--- config.mk ---
export PLATFORM = sky130hd
export DESIGN_NAME = gmii_rx_top
export DESIGN_NICKNAME = d
export VERILOG_FILES = /design/src/gmii_rx_pkg.sv /design/src/frame_boundary_marker.sv /design/src/preamble_stripper.sv /design/src/fcs_checker.sv /design/src/gmii_rx_top.sv
export SDC_FILE = /design/constraint.sdc
export NUM_CORES = 1
export LEC_CHECK = 0
export BUFFER_PORTS_ARGS = -buffer_cell sky130_fd_sc_hd__buf_4
export CAP_MARGIN = 5
export CORE_ASPECT_RATIO = 0.8
export CORE_MARGIN = 4
export CORE_UTILIZATION = 55
export CTS_CLUSTER_DIAMETER = 60
export DETAILED_ROUTE_END_ITERATION = 10
export MAX_ROUTING_LAYER = met4
export PLACE_DENSITY = 0.77
export SETUP_SLACK_MARGIN = 0.05
export SYNTH_ARGS = -nofsm -noshare
export SYNTH_HDL_FRONTEND = slang
export SYNTH_SLANG_ARGS = --single-unit
--- constraint.sdc ---
create_clock -name i_clk -period 5.69 [get_ports i_clk]
set_input_delay 0.569 -clock i_clk [delete_from_list [all_inputs] [get_ports i_clk]]
set_output_delay 0.569 -clock i_clk [all_outputs]
set_load 0.01 [all_outputs]
--- src/gmii_rx_pkg.sv ---
////////////////////
// shared word formats and Ethernet constants for the GMII receive front end
// referenced by scoped name from every stage
////////////////////

package gmii_rx_pkg;

    ////////////////////
    // Ethernet constants
    ////////////////////

    // frame byte count width, destination address through FCS
    localparam int LEN_W = 11;

    localparam logic [7:0] PREAMBLE_BYTE = 8'h55;
    localparam logic [7:0] SFD_BYTE      = 8'hD5;

    // CRC-32 remainder after a correct FCS, normal bit order
    localparam logic [31:0] CRC_RESIDUE = 32'hC704DD7B;

    ////////////////////
    // stage words
    ////////////////////

    // marker output, flag set on first and last byte of a burst
    typedef struct packed {
        logic       boundary;
        logic [7:0] data;
    } boundary_word_t;

    // stripped payload with explicit frame delimiters
    typedef struct packed {
        logic       sof;
        logic       eof;
        logic [7:0] data;
    } payload_word_t;

    // per-frame result
    typedef struct packed {
        logic [LEN_W-1:0] byte_count;
        logic             crc_ok;
        logic             runt;
        logic             oversize;
    } frame_status_t;

endpackage

--- src/frame_boundary_marker.sv ---
////////////////////
// registers the GMII receive byte and flags the first and last byte of each burst
// output lags the dv pattern by two cycles
////////////////////

module frame_boundary_marker (
    input  logic                        i_clk,
    input  logic                        i_rst_n,
    input  logic                        i_data_wr,
    input  logic [7:0]                  i_data,
    output logic                        o_data_wr,
    output gmii_rx_pkg::boundary_word_t o_data
);

    typedef enum logic {
        ST_IDLE,
        ST_XFER
    } state_t;

    state_t     state;
    logic       data_wr_d;
    logic [7:0] data_d;
    logic       head_pend;
    logic       burst_end;

    ////////////////////
    // input register
    ////////////////////

    always_ff @(posedge i_clk or negedge i_rst_n) begin
        if (!i_rst_n) begin
            data_wr_d <= 1'b0;
        end else begin
            data_wr_d <= i_data_wr;
        end
    end

    always_ff @(posedge i_clk) begin
        data_d <= i_data;
    end

    // dv dropped while the held byte is still valid
    assign burst_end = data_wr_d && !i_data_wr;

    ////////////////////
    // head/tail FSM
    ////////////////////

    always_ff @(posedge i_clk or negedge i_rst_n) begin
        if (!i_rst_n) begin
            state     <= ST_IDLE;
            head_pend <= 1'b0;
            o_data_wr <= 1'b0;
            o_data    <= '0;
        end else begin
            case (state)
                ST_IDLE: begin
                    // one cycle to confirm the burst before forwarding
                    o_data_wr <= 1'b0;
                    o_data    <= '0;
                    head_pend <= i_data_wr;
                    if (i_data_wr) begin
                        state <= ST_XFER;
                    end
                end
                ST_XFER: begin
                    head_pend       <= 1'b0;
                    o_data_wr       <= data_wr_d;
                    o_data.data     <= data_d;
                    // a one-byte burst gets a single flagged word
                    o_data.boundary <= head_pend || burst_end;
                    if (burst_end) begin
                        state <= ST_IDLE;
                    end
                end
                default: begin
                    state <= ST_IDLE;
                end
            endcase
        end
    end

    // flag only on the first strobed word and on the word before dv fell
    a_boundary_ends: assert property (
        @(posedge i_clk) disable iff (!i_rst_n)
        o_data_wr |-> (o_data.boundary == (!$past(o_data_wr) || !$past(i_data_wr)))
    );

endmodule

--- src/preamble_stripper.sv ---
////////////////////
// strips preamble and SFD, turns the boundary flag into sof/eof
// frames with a bad preamble are dropped and flagged at their tail
////////////////////

module preamble_stripper (
    input  logic                        i_clk,
    input  logic                        i_rst_n,
    input  logic                        i_word_wr,
    input  gmii_rx_pkg::boundary_word_t i_word,
    output logic                        o_word_wr,
    output gmii_rx_pkg::payload_word_t  o_word,
    output logic                        o_preamble_err
);

    typedef enum logic [1:0] {
        PH_IDLE,
        PH_PRE,
        PH_DATA,
        PH_BAD
    } phase_t;

    localparam logic [2:0] PRE_MAX = 3'd7;

    phase_t     phase;
    phase_t     cur_phase;
    logic [2:0] pre_cnt;
    logic [2:0] cur_cnt;
    logic       in_frame;
    logic       is_head;
    logic       is_tail;
    logic       sof_pend;
    logic       out_open;

    // boundary flag meaning depends on whether a frame is open
    assign in_frame  = (phase != PH_IDLE);
    assign is_head   = i_word.boundary && !in_frame;
    assign is_tail   = i_word.boundary && in_frame;
    assign cur_phase = is_head ? PH_PRE : phase;
    assign cur_cnt   = is_head ? 3'd0 : pre_cnt;

    always_ff @(posedge i_clk or negedge i_rst_n) begin
        if (!i_rst_n) begin
            phase          <= PH_IDLE;
            pre_cnt        <= 3'd0;
            sof_pend       <= 1'b0;
            o_word_wr      <= 1'b0;
            o_word         <= '0;
            o_preamble_err <= 1'b0;
        end else begin
            o_word_wr      <= 1'b0;
            o_preamble_err <= 1'b0;
            if (i_word_wr) begin
                case (cur_phase)
                    PH_PRE: begin
                        if (is_tail) begin
                            // burst over before any payload
                            o_preamble_err <= 1'b1;
                            phase          <= PH_IDLE;
                        end else if (i_word.data == gmii_rx_pkg::SFD_BYTE) begin
                            phase    <= PH_DATA;
                            sof_pend <= 1'b1;
                        end else if (i_word.data == gmii_rx_pkg::PREAMBLE_BYTE &&
                                     cur_cnt != PRE_MAX) begin
                            phase   <= PH_PRE;
                            pre_cnt <= cur_cnt + 3'd1;
                        end else begin
                            phase <= PH_BAD;
                        end
                    end
                    PH_DATA: begin
                        o_word_wr   <= 1'b1;
                        o_word.sof  <= sof_pend;
                        o_word.eof  <= is_tail;
                        o_word.data <= i_word.data;
                        sof_pend    <= 1'b0;
                        if (is_tail) begin
                            phase <= PH_IDLE;
                        end
                    end
                    PH_BAD: begin
                        // silent until the tail
                        if (is_tail) begin
                            o_preamble_err <= 1'b1;
                            phase          <= PH_IDLE;
                        end
                    end
                    default: begin
                        // stray word outside a frame
                        phase <= PH_IDLE;
                    end
                endcase
            end else if (in_frame) begin
                // strobe gap with no tail, only a one-byte burst ends this way
                o_preamble_err <= 1'b1;
                phase          <= PH_IDLE;
            end
        end
    end

    ////////////////////
    // output framing check
    ////////////////////

    always_ff @(posedge i_clk or negedge i_rst_n) begin
        if (!i_rst_n) begin
            out_open <= 1'b0;
        end else if (o_word_wr) begin
            out_open <= o_word.sof ? !o_word.eof : (out_open && !o_word.eof);
        end
    end

    a_sof_once: assert property (
        @(posedge i_clk) disable iff (!i_rst_n)
        (o_word_wr && o_word.sof) |-> !out_open
    );

    a_eof_once: assert property (
        @(posedge i_clk) disable iff (!i_rst_n)
        (o_word_wr && o_word.eof) |-> (out_open || o_word.sof)
    );

endmodule

--- src/fcs_checker.sv ---
////////////////////
// CRC-32 and length check over each payload frame
// one status word per frame, a cycle after eof
////////////////////

module fcs_checker #(
    parameter int MIN_FRAME_LEN = 64,
    parameter int MAX_FRAME_LEN = 1518
) (
    input  logic                       i_clk,
    input  logic                       i_rst_n,
    input  logic                       i_word_wr,
    input  gmii_rx_pkg::payload_word_t i_word,
    output logic                       o_status_wr,
    output gmii_rx_pkg::frame_status_t o_status
);

    localparam int LW = gmii_rx_pkg::LEN_W;

    // reflected form of the 802.3 polynomial
    localparam logic [31:0] CRC_POLY = 32'hEDB88320;

    localparam logic [LW-1:0] LEN_MIN = LW'(MIN_FRAME_LEN);
    localparam logic [LW-1:0] LEN_MAX = LW'(MAX_FRAME_LEN);
    // count sticks one past the maximum
    localparam logic [LW-1:0] LEN_SAT = LW'(MAX_FRAME_LEN + 1);

    logic [31:0]   crc_q;
    logic [31:0]   crc_base;
    logic [31:0]   crc_next;
    logic [31:0]   crc_norm;
    logic [LW-1:0] cnt_q;
    logic [LW-1:0] cnt_base;
    logic [LW-1:0] cnt_next;

    function automatic logic [31:0] crc32_byte(input logic [31:0] crc, input logic [7:0] data);
        logic [31:0] c;
        c = crc;
        // lsb first, as bits go on the wire
        for (int i = 0; i < 8; i++) begin
            c = (c[0] ^ data[i]) ? ((c >> 1) ^ CRC_POLY) : (c >> 1);
        end
        return c;
    endfunction

    // sof restarts both from the preset
    assign crc_base = i_word.sof ? 32'hFFFF_FFFF : crc_q;
    assign cnt_base = i_word.sof ? '0 : cnt_q;
    assign crc_next = crc32_byte(crc_base, i_word.data);
    assign cnt_next = (cnt_base >= LEN_SAT) ? LEN_SAT : cnt_base + 1'b1;

    // register runs reflected, residue is held in normal bit order
    assign crc_norm = {<<{crc_next}};

    always_ff @(posedge i_clk or negedge i_rst_n) begin
        if (!i_rst_n) begin
            crc_q       <= 32'hFFFF_FFFF;
            cnt_q       <= '0;
            o_status_wr <= 1'b0;
            o_status    <= '0;
        end else begin
            o_status_wr <= 1'b0;
            if (i_word_wr) begin
                crc_q <= crc_next;
                cnt_q <= cnt_next;
                if (i_word.eof) begin
                    o_status_wr         <= 1'b1;
                    o_status.byte_count <= cnt_next;
                    o_status.crc_ok     <= (crc_norm == gmii_rx_pkg::CRC_RESIDUE);
                    o_status.runt       <= (cnt_next < LEN_MIN);
                    o_status.oversize   <= (cnt_next > LEN_MAX);
                end
            end
        end
    end

    // frames are at least two payload bytes apart at eof
    a_status_single: assert property (
        @(posedge i_clk) disable iff (!i_rst_n)
        o_status_wr |=> !o_status_wr
    );

endmodule

--- src/gmii_rx_top.sv ---
////////////////////
// GMII receive front end, marker -> preamble stripper -> FCS checker
////////////////////

module gmii_rx_top #(
    parameter int MIN_FRAME_LEN = 64,
    parameter int MAX_FRAME_LEN = 1518
) (
    input  logic                       i_clk,
    input  logic                       i_rst_n,
    input  logic                       i_gmii_dv,
    input  logic [7:0]                 i_gmii_data,
    output logic                       o_payload_wr,
    output gmii_rx_pkg::payload_word_t o_payload,
    output logic                       o_status_wr,
    output gmii_rx_pkg::frame_status_t o_status,
    output logic                       o_preamble_err
);

    // marker to stripper
    logic                        mark_wr;
    gmii_rx_pkg::boundary_word_t mark_word;

    frame_boundary_marker marker_i (
        .i_clk     (i_clk),
        .i_rst_n   (i_rst_n),
        .i_data_wr (i_gmii_dv),
        .i_data    (i_gmii_data),
        .o_data_wr (mark_wr),
        .o_data    (mark_word)
    );

    // payload stream also leaves the block here
    preamble_stripper stripper_i (
        .i_clk          (i_clk),
        .i_rst_n        (i_rst_n),
        .i_word_wr      (mark_wr),
        .i_word         (mark_word),
        .o_word_wr      (o_payload_wr),
        .o_word         (o_payload),
        .o_preamble_err (o_preamble_err)
    );

    fcs_checker #(
        .MIN_FRAME_LEN (MIN_FRAME_LEN),
        .MAX_FRAME_LEN (MAX_FRAME_LEN)
    ) checker_i (
        .i_clk       (i_clk),
        .i_rst_n     (i_rst_n),
        .i_word_wr   (o_payload_wr),
        .i_word      (o_payload),
        .o_status_wr (o_status_wr),
        .o_status    (o_status)
    );

endmodule

==> metrics.md, run 1 <==
| Metric | Value |
|---|---|
| Status | `finished clean` |
| Die X | `roughly 120 µm` |
| FF-to-FF path depth | `8` |
| Die height | `just under 100 µm` |
| Root buffer cell | `clkbuf_16` |
| Reg-to-Reg Start | `stripper_i.o_word[9]` |
| Hpwl dp | `~9200 µm` |
| Worst Path Arrival | `about 3400 ps` |
| Number of vias after detailed routing | `4205` |
| Post-synth EDFFs | `0` |
| Via/cell ratio | `5.74` |
| Row count | `33` |
| Setup slack, reg-to-reg | `2590 ps` |
| Share of flip-flops with an asynchronous set or reset | `a little over 90%` |
| Num CTS Buffers | `9` |
| Worst Setup SP | `stripper_i.o_word[9]` |
| Top_reg_cell synth | `dfrtp_1` |
| Post-Syn Area | `around 5800 µm²` |
| Synth warnings | `0` |
| Gr usage total | `~23%` |
| GPL Wtd Cong | `about 0.99` |
| Critical Path RT | `between 5000 and 6000 ps` |
| Max Freq | `around 0.32 GHz` |
| Pin count of the biggest net entering global routing | `52` |
| TNS Setup | `0 ps` |
| Sequential area share after synthesis | `42.2%` |
| Final setup viols | `0` |
| CORE AREA | `between 10000 and 15000 µm²` |
| Clock Sinks | `between 90 and 100` |
| Layout net count | `approximately 600` |
| MaxCap Viol Count | `0` |
| Crit path kind | `register to register` |
| Synthesized instance count | `574` |
| I/O pins | `38` |
| Cell variety after synth | `just over 70` |
| Clk pin slew, worst setup/hold paths | `70 ps` |
| Critical path fanouts, max | `51` |
| Final slew viol count | `0` |
| First-pass GRT wire length | `around 21000 µm` |
| DRT iter0 DRCs | `around 330` |
| Critical path launch point type | `register` |
| Layout area overhead | `10.6%` |
| Hold Crit Class | `primary input to async pin` |
| Longest Clk Path Bufs | `2` |
| Worst skew pair latency | `around 350 ps` |
| Min cycle time layout | `~3100 ps` |
| CTS hold repair buffers | `0` |
| CP endpoint kind | `register` |
| R2R Path End | `checker_i.o_status[2]` |
| Hold Vio Cnt, Final | `0` |
| Post-route DRC | `0` |
| H-tree levels | `3` |
| Avg Inst Size Synth | `10.0 µm²` |
| Synthesized Nets | `about 590` |
| I/O Buffers | `37` |
| Wire length per cell | `about 17 µm` |
| Initial core utilization | `56.2%` |
| CTS tree | `yes` |
| Max-slew headroom | `39.7%` |
| Unrepaired setup endpoints after global routing | `no` |
| Slew @ Worst Pin | `approximately 900 ps` |
| Die ar. | `~12000 µm²` |
| Antenna violations before repair | `0` |
| Final period utilization | `54.5%` |
| Total gr overflow | `0` |
| Clock skew | `around 8.3 ps` |
| Post-DRT Antenna Nets | `0` |
| Vias in the first global route | `~4200` |
| Post-CTS setup buffer count | `0` |
| Final wirelength | `12500 µm` |
| Ant diodes | `0` |
| Yosys reg bits | `97` |
| Share of layout cells above drive strength 1 | `between 20 and 25%` |
| Drt pass-1 iters | `4` |
| Resized Gates After CTS | `0` |
[synthesized netlist by cell type (3+ instances only)]
cell type	n	area [µm²]
ha_1	4	50.1
and3_1	3	18.8
dfxtp_1	8	160
and4_1	4	35.0
mux2_2	27	304
nand2_1	37	139
dfrtp_1	57	1430
and2_1	18	113
a31oi_1	7	43.8
o221ai_1	3	26.3
o21ai_0	32	160
a21oi_1	30	150
buf_2	14	70.1
dfstp_2	32	841
nor2_1	66	248
nor3_1	10	50.1
xor2_1	17	149
xnor3_1	8	180
clkbuf_1	17	63.8
inv_1	13	48.8
o211ai_1	3	22.5
mux2i_1	6	60.1
o21a_1	6	45.0
nand3_1	7	35.0
nor2b_1	4	25.0
xnor2_1	69	604
o211a_1	4	40.0
nor4_1	3	18.8
or3_1	8	50.1
buf_6	4	45.0
[how the worst max path moves through the flow]
stage / end / slack, ps / depth (start not counted)
floorplan: checker_i.cnt_q[4] / 2480 / 15
global placement: checker_i.o_status[2] / 2850 / 8
detailed placement: checker_i.o_status[2] / 2670 / 8
CTS: checker_i.o_status[2] / 2650 / 8
global route: checker_i.o_status[2] / 2350 / 8
finish: checker_i.o_status[2] / 2590 / 8
[cell usage in the layout (no fill, tap or decap), drive strengths merged, types with 3 or more instances in the layout]
cell type | Yosys | final
nor2b | 4 | 4
inv | 13 | 16
a21oi | 30 | 30
xor2 | 17 | 17
nor4 | 3 | 3
nor3 | 11 | 11
o211a | 4 | 4
or3 | 10 | 10
buf | 20 | 41
and3 | 3 | 3
dfxtp | 8 | 8
clkbuf | 18 | 10
nor2 | 67 | 67
dfrtp | 57 | 57
nand2 | 37 | 37
xnor2 | 72 | 72
clkinv | 1 | 3
and2 | 18 | 18
and4 | 4 | 4
a211oi | 3 | 3
o211ai | 3 | 3
nand3 | 7 | 7
o21ai | 32 | 32
mux2i | 6 | 6
a31oi | 7 | 7
ha | 4 | 4
o221ai | 3 | 3
dfstp | 32 | 32
mux2 | 27 | 27
o21a | 6 | 6
xnor3 | 9 | 9
[cell families after synthesis]
group           synth area share (%)
mux                             6.33
xor+xnor                        18.6
compound gates                  12.0
flops                           42.2
fa+ha+maj                      0.870
simple gates                    15.7
buf+inv                         4.37
[metrics by stage]
step / utilization, % / cells / area (µm²) / hold slack [ps] / worst slack [ps]
finish: 62.1 / 733 / 6360 / 207 / 2590
global route: 62.1 / 733 / 6360 / 243 / 2350
CTS: 62.1 / 733 / 6360 / 214 / 2650
detailed placement: 59.0 / 717 / 6040 / 428 / 2670
global placement: 59.0 / 717 / 6040 / 422 / 2850
floorplan: - / 574 / 5750 / 273 / 2480
[area by class of cell]
| type | count | area, µm² |
|---|---|---|
| Fill cell | 844 | 3880 |
| Multi-Input combinational cell | 425 | 3080 |
| Sequential cell | 97 | 2430 |
| Timing Repair Buffer | 41 | 308 |
| Clock buffer | 10 | 239 |
| Tap cell | 140 | 175 |
| Clock inverter | 6 | 83.8 |
| Inverter | 14 | 52.6 |
[routing by layer]
metal | up-vias | track usage, % | routed length (µm)
li1 | 2002 | - | -
met1 | 2061 | 32.2 | 5970
met2 | 125 | 32.7 | 5560
met3 | 17 | 5.57 | 767
met4 | 0 | 5.94 | 201
met5 | - | - | 0
[sequential cells by signal, summed over array words and instances, names as in the netlist, 2 cells and up]
signal	flops
marker_i.o_data	9
marker_i.data_d	8
checker_i.cnt_q	11
checker_i.o_status	14
stripper_i.o_word	10
stripper_i.phase	2
checker_i.crc_q	32
stripper_i.pre_cnt	3
[critical path, stage by stage (launching register included)]
cell and delay [ps]:
dfrtp_2 550, buf_4 490, nor2_1 160, xnor2_1 720, o221ai_1 280, mux2i_1 210
o221a_1 200, nand4_1 150, o31ai_2 230
Power of run 1 is left out: the tool's default activity adds up to more than one toggle a clock period on the data nets, which glitch-free logic cannot reach.
==> inputs of run 2 (changes only) <==
--- a/config.mk
+++ b/config.mk
@@ -13,7 +13,7 @@
 export CTS_CLUSTER_DIAMETER = 60
 export DETAILED_ROUTE_END_ITERATION = 10
 export MAX_ROUTING_LAYER = met4
-export PLACE_DENSITY = 0.77
+export PLACE_DENSITY = 0.8
 export SETUP_SLACK_MARGIN = 0.05
 export SYNTH_ARGS = -nofsm -noshare
 export SYNTH_HDL_FRONTEND = slang
==> constraint.sdc (replaced) <==
create_clock -name i_clk -period 2.7 [get_ports i_clk]
set_input_delay 0.27 -clock i_clk [delete_from_list [all_inputs] [get_ports i_clk]]
set_output_delay 0.27 -clock i_clk [all_outputs]
set_load 0.01 [all_outputs]
==> run 2 against run 1 <==
Compared with the run above: die area did not move; routed wire length rose by 9.7%; via count rose by 2.8%; setup slack got worse by 2500 ps; global-route usage rose by 1.9 points; clock skew fell by 2.1 ps; utilization rose by 2.6 points; register-to-register slack got worse by 2500 ps; first-iteration DRC count fell by 3.3%; critical path depth fell by 2; sequential cell count did not move; largest cell class unchanged.
==> metrics.md, run 2 (same netlist as run 1, synthesis figures left out) <==
| Metric | Value |
|---|---|
| Vias in the first global route | `4270 (+2.0%)` |
| First-pass GRT wire length | `22400 µm (+6.0%)` |
| CTS tree | `yes` |
| CORE AREA | `10200 µm² (unchanged)` |
| Via/cell ratio | `5.68 (-1.0%)` |
| Hpwl dp | `10400 µm (+14%)` |
| Hold path depth | `1` |
| Initial core utilization | `56.2% (unchanged)` |
| Max-slew headroom | `62.2% (+23 points)` |
| I/O pins | `38 (unchanged)` |
| R2R Path End | `checker_i.o_status[2]` |
| Unrepaired setup endpoints after global routing | `yes` |
| Hold Crit Class | `primary input to register` |
| Slew @ Worst Pin | `561 ps (-342 ps)` |
| DRT iter0 DRCs | `318 (-3.3%)` |
| Die X | `122 µm (unchanged)` |
| Crit path kind | `register to register` |
| Setup slack, reg-to-reg | `70 ps (-2520 ps)` |
| Longest Clk Path Bufs | `2 (unchanged)` |
| WP depth | `6 (-2)` |
| Post-DRT Antenna Nets | `0 (unchanged)` |
| Row count | `33 (unchanged)` |
| Root buffer cell | `clkbuf_16` |
| Total gr overflow | `0 (unchanged)` |
| Final slew viol count | `0 (unchanged)` |
| Biggest register | `checker_i.crc_q` |
| CP endpoint kind | `register` |
| Die height | `99.5 µm (unchanged)` |
| Clock Sinks | `97 (unchanged)` |
| Slowest stage cell, crit path | `xnor3_1` |
| Critical Path RT | `2930 ps (-3010 ps)` |
| Hold Vio Cnt, Final | `0 (unchanged)` |
| Clk pin slew, worst setup/hold paths | `70 ps (about the same)` |
| Final setup viols | `0 (unchanged)` |
| Antenna violations before repair | `1 (+1)` |
| Min cycle time layout | `2630 ps (-472 ps)` |
| Most frequent cells in the layout | `68 x xnor2_1, 65 x nor2_1, 65 x buf_4` |
| Worst skew pair latency | `350 ps (about the same)` |
| Hold wc startpoint | `i_gmii_data[5]` |
| Pin count of the biggest net entering global routing | `50 (-3.8%)` |
| Status | `finished clean` |
| Max reg flops | `32 (unchanged)` |
| Most common cell after layout, fill and taps aside | `xnor2_1` |
| Final wirelength | `13700 µm (+9.7%)` |
| H-tree levels | `3 (unchanged)` |
| Die ar. | `12200 µm² (unchanged)` |
| Wire length per cell | `18.0 µm (+5.7%)` |
| CP peak stage delay | `590 ps (-130 ps)` |
| Worst Path Arrival | `2860 ps (-490 ps)` |
| Worst Setup SP | `stripper_i.o_word[1]` |
| Share of layout cells above drive strength 1 | `27.3% (+4.7 points)` |
| Clock skew | `6.25 ps (-2.06 ps)` |
| Post-route DRC | `0 (unchanged)` |
| Layout net count | `630 (+4.5%)` |
| I/O Buffers | `37 (unchanged)` |
| Number of vias after detailed routing | `4321 (+2.8%)` |
| Biggest regs | `checker_i.crc_q: 32 flops, checker_i.o_status: 14 flops, checker_i.cnt_q: 11 flops` |
| Drt pass-1 iters | `5 (+1)` |
| Fillcell total | `852 (+0.95%)` |
| Max Freq | `0.380 GHz (+18%)` |
| Reg-to-Reg Start | `stripper_i.o_word[1]` |
| Critical path launch point type | `register` |
| Final period utilization | `97.4% (+43 points)` |
| MaxCap Viol Count | `0 (unchanged)` |
| Core Util, Final | `64.7% (+2.6 points)` |
| Buf+Inv Stages, Crit Path | `0 (-1)` |
| Hold path endpoint | `marker_i.data_d[5]` |
| Fin Hold WS | `19.5 ps (-188 ps)` |
| Worst path cell trace | `xnor2_1 > xnor3_1 > xnor3_4 > and2_1 > nand4_1 > o31ai_2` |
| Critical path fanouts, max | `7 (-86%)` |
| FF-to-FF path depth | `6 (-2)` |
| Num CTS Buffers | `9 (unchanged)` |
| GPL Wtd Cong | `1.13 (+13%)` |
| Gr usage total | `24.6% (+1.9 points)` |
| Critical path's top delay family | `XOR/XNOR gates` |
| Layout area overhead | `15.1%` |
[run 2: how the worst max path moves through the flow]
stage | endpoint | slack, ps
6_report | checker_i.o_status[2] | 70
5_1_grt | checker_i.o_status[2] | 0.7
4_1_cts | checker_i.o_status[2] | 90
3_5_place_dp | checker_i.o_status[2] | 120
3_3_place_gp | checker_i.o_status[2] | 180
2_1_floorplan | checker_i.cnt_q[7] | -30
[run 2: metal layers]
metal	share of wire, %	routed length (µm)	track usage [%]
met5	0	0	-
met4	1.6	213	5.59
met3	8.0	1100	6.59
met2	45	6140	36.4
met1	46	6250	34.2
[run 2: through the flow]
| stage | cells | TNS (ps) | setup WS, ps | instance area (µm²) |
|---|---|---|---|---|
| floorplan | 574 | -84.2 | -28.3 | 5830 |
| global placement | 743 | 0 | 178 | 6280 |
| detailed placement | 743 | 0 | 123 | 6280 |
| CTS | 760 | 0 | 92.4 | 6590 |
| global route | 761 | 0 | 0.740 | 6630 |
| finish | 761 | 0 | 70.5 | 6630 |
[run 2: worst reg2reg max path: stages (launching register included)]
cell	delay, ps
dfrtp_1	510
xnor2_1	510
xnor3_1	590
xnor3_4	470
and2_1	210
nand4_1	150
o31ai_2	70
[run 2: final cells by class]
class | instances | area [µm²] | area share (%)
diodes | 1 | 2.50 | 0.0378
clock buffers | 9 | 225 | 3.40
clock inverters | 7 | 71.3 | 1.08
inverters | 14 | 52.6 | 0.793
multi-input cells | 425 | 3130 | 47.2
flip-flops and latches | 97 | 2430 | 36.7
well taps | 140 | 175 | 2.64
repair buffers | 68 | 538 | 8.12
[run 2: timing repair]
action | CTS | global route
gates resized for setup | 0 | 7
endpoints found under the hold margin | 37 | 0
hold buffers | 1 | 0
setup buffers | 0 | 0
endpoints found under the setup margin | 0 | 9
Power of run 2 is left out for the same reason.
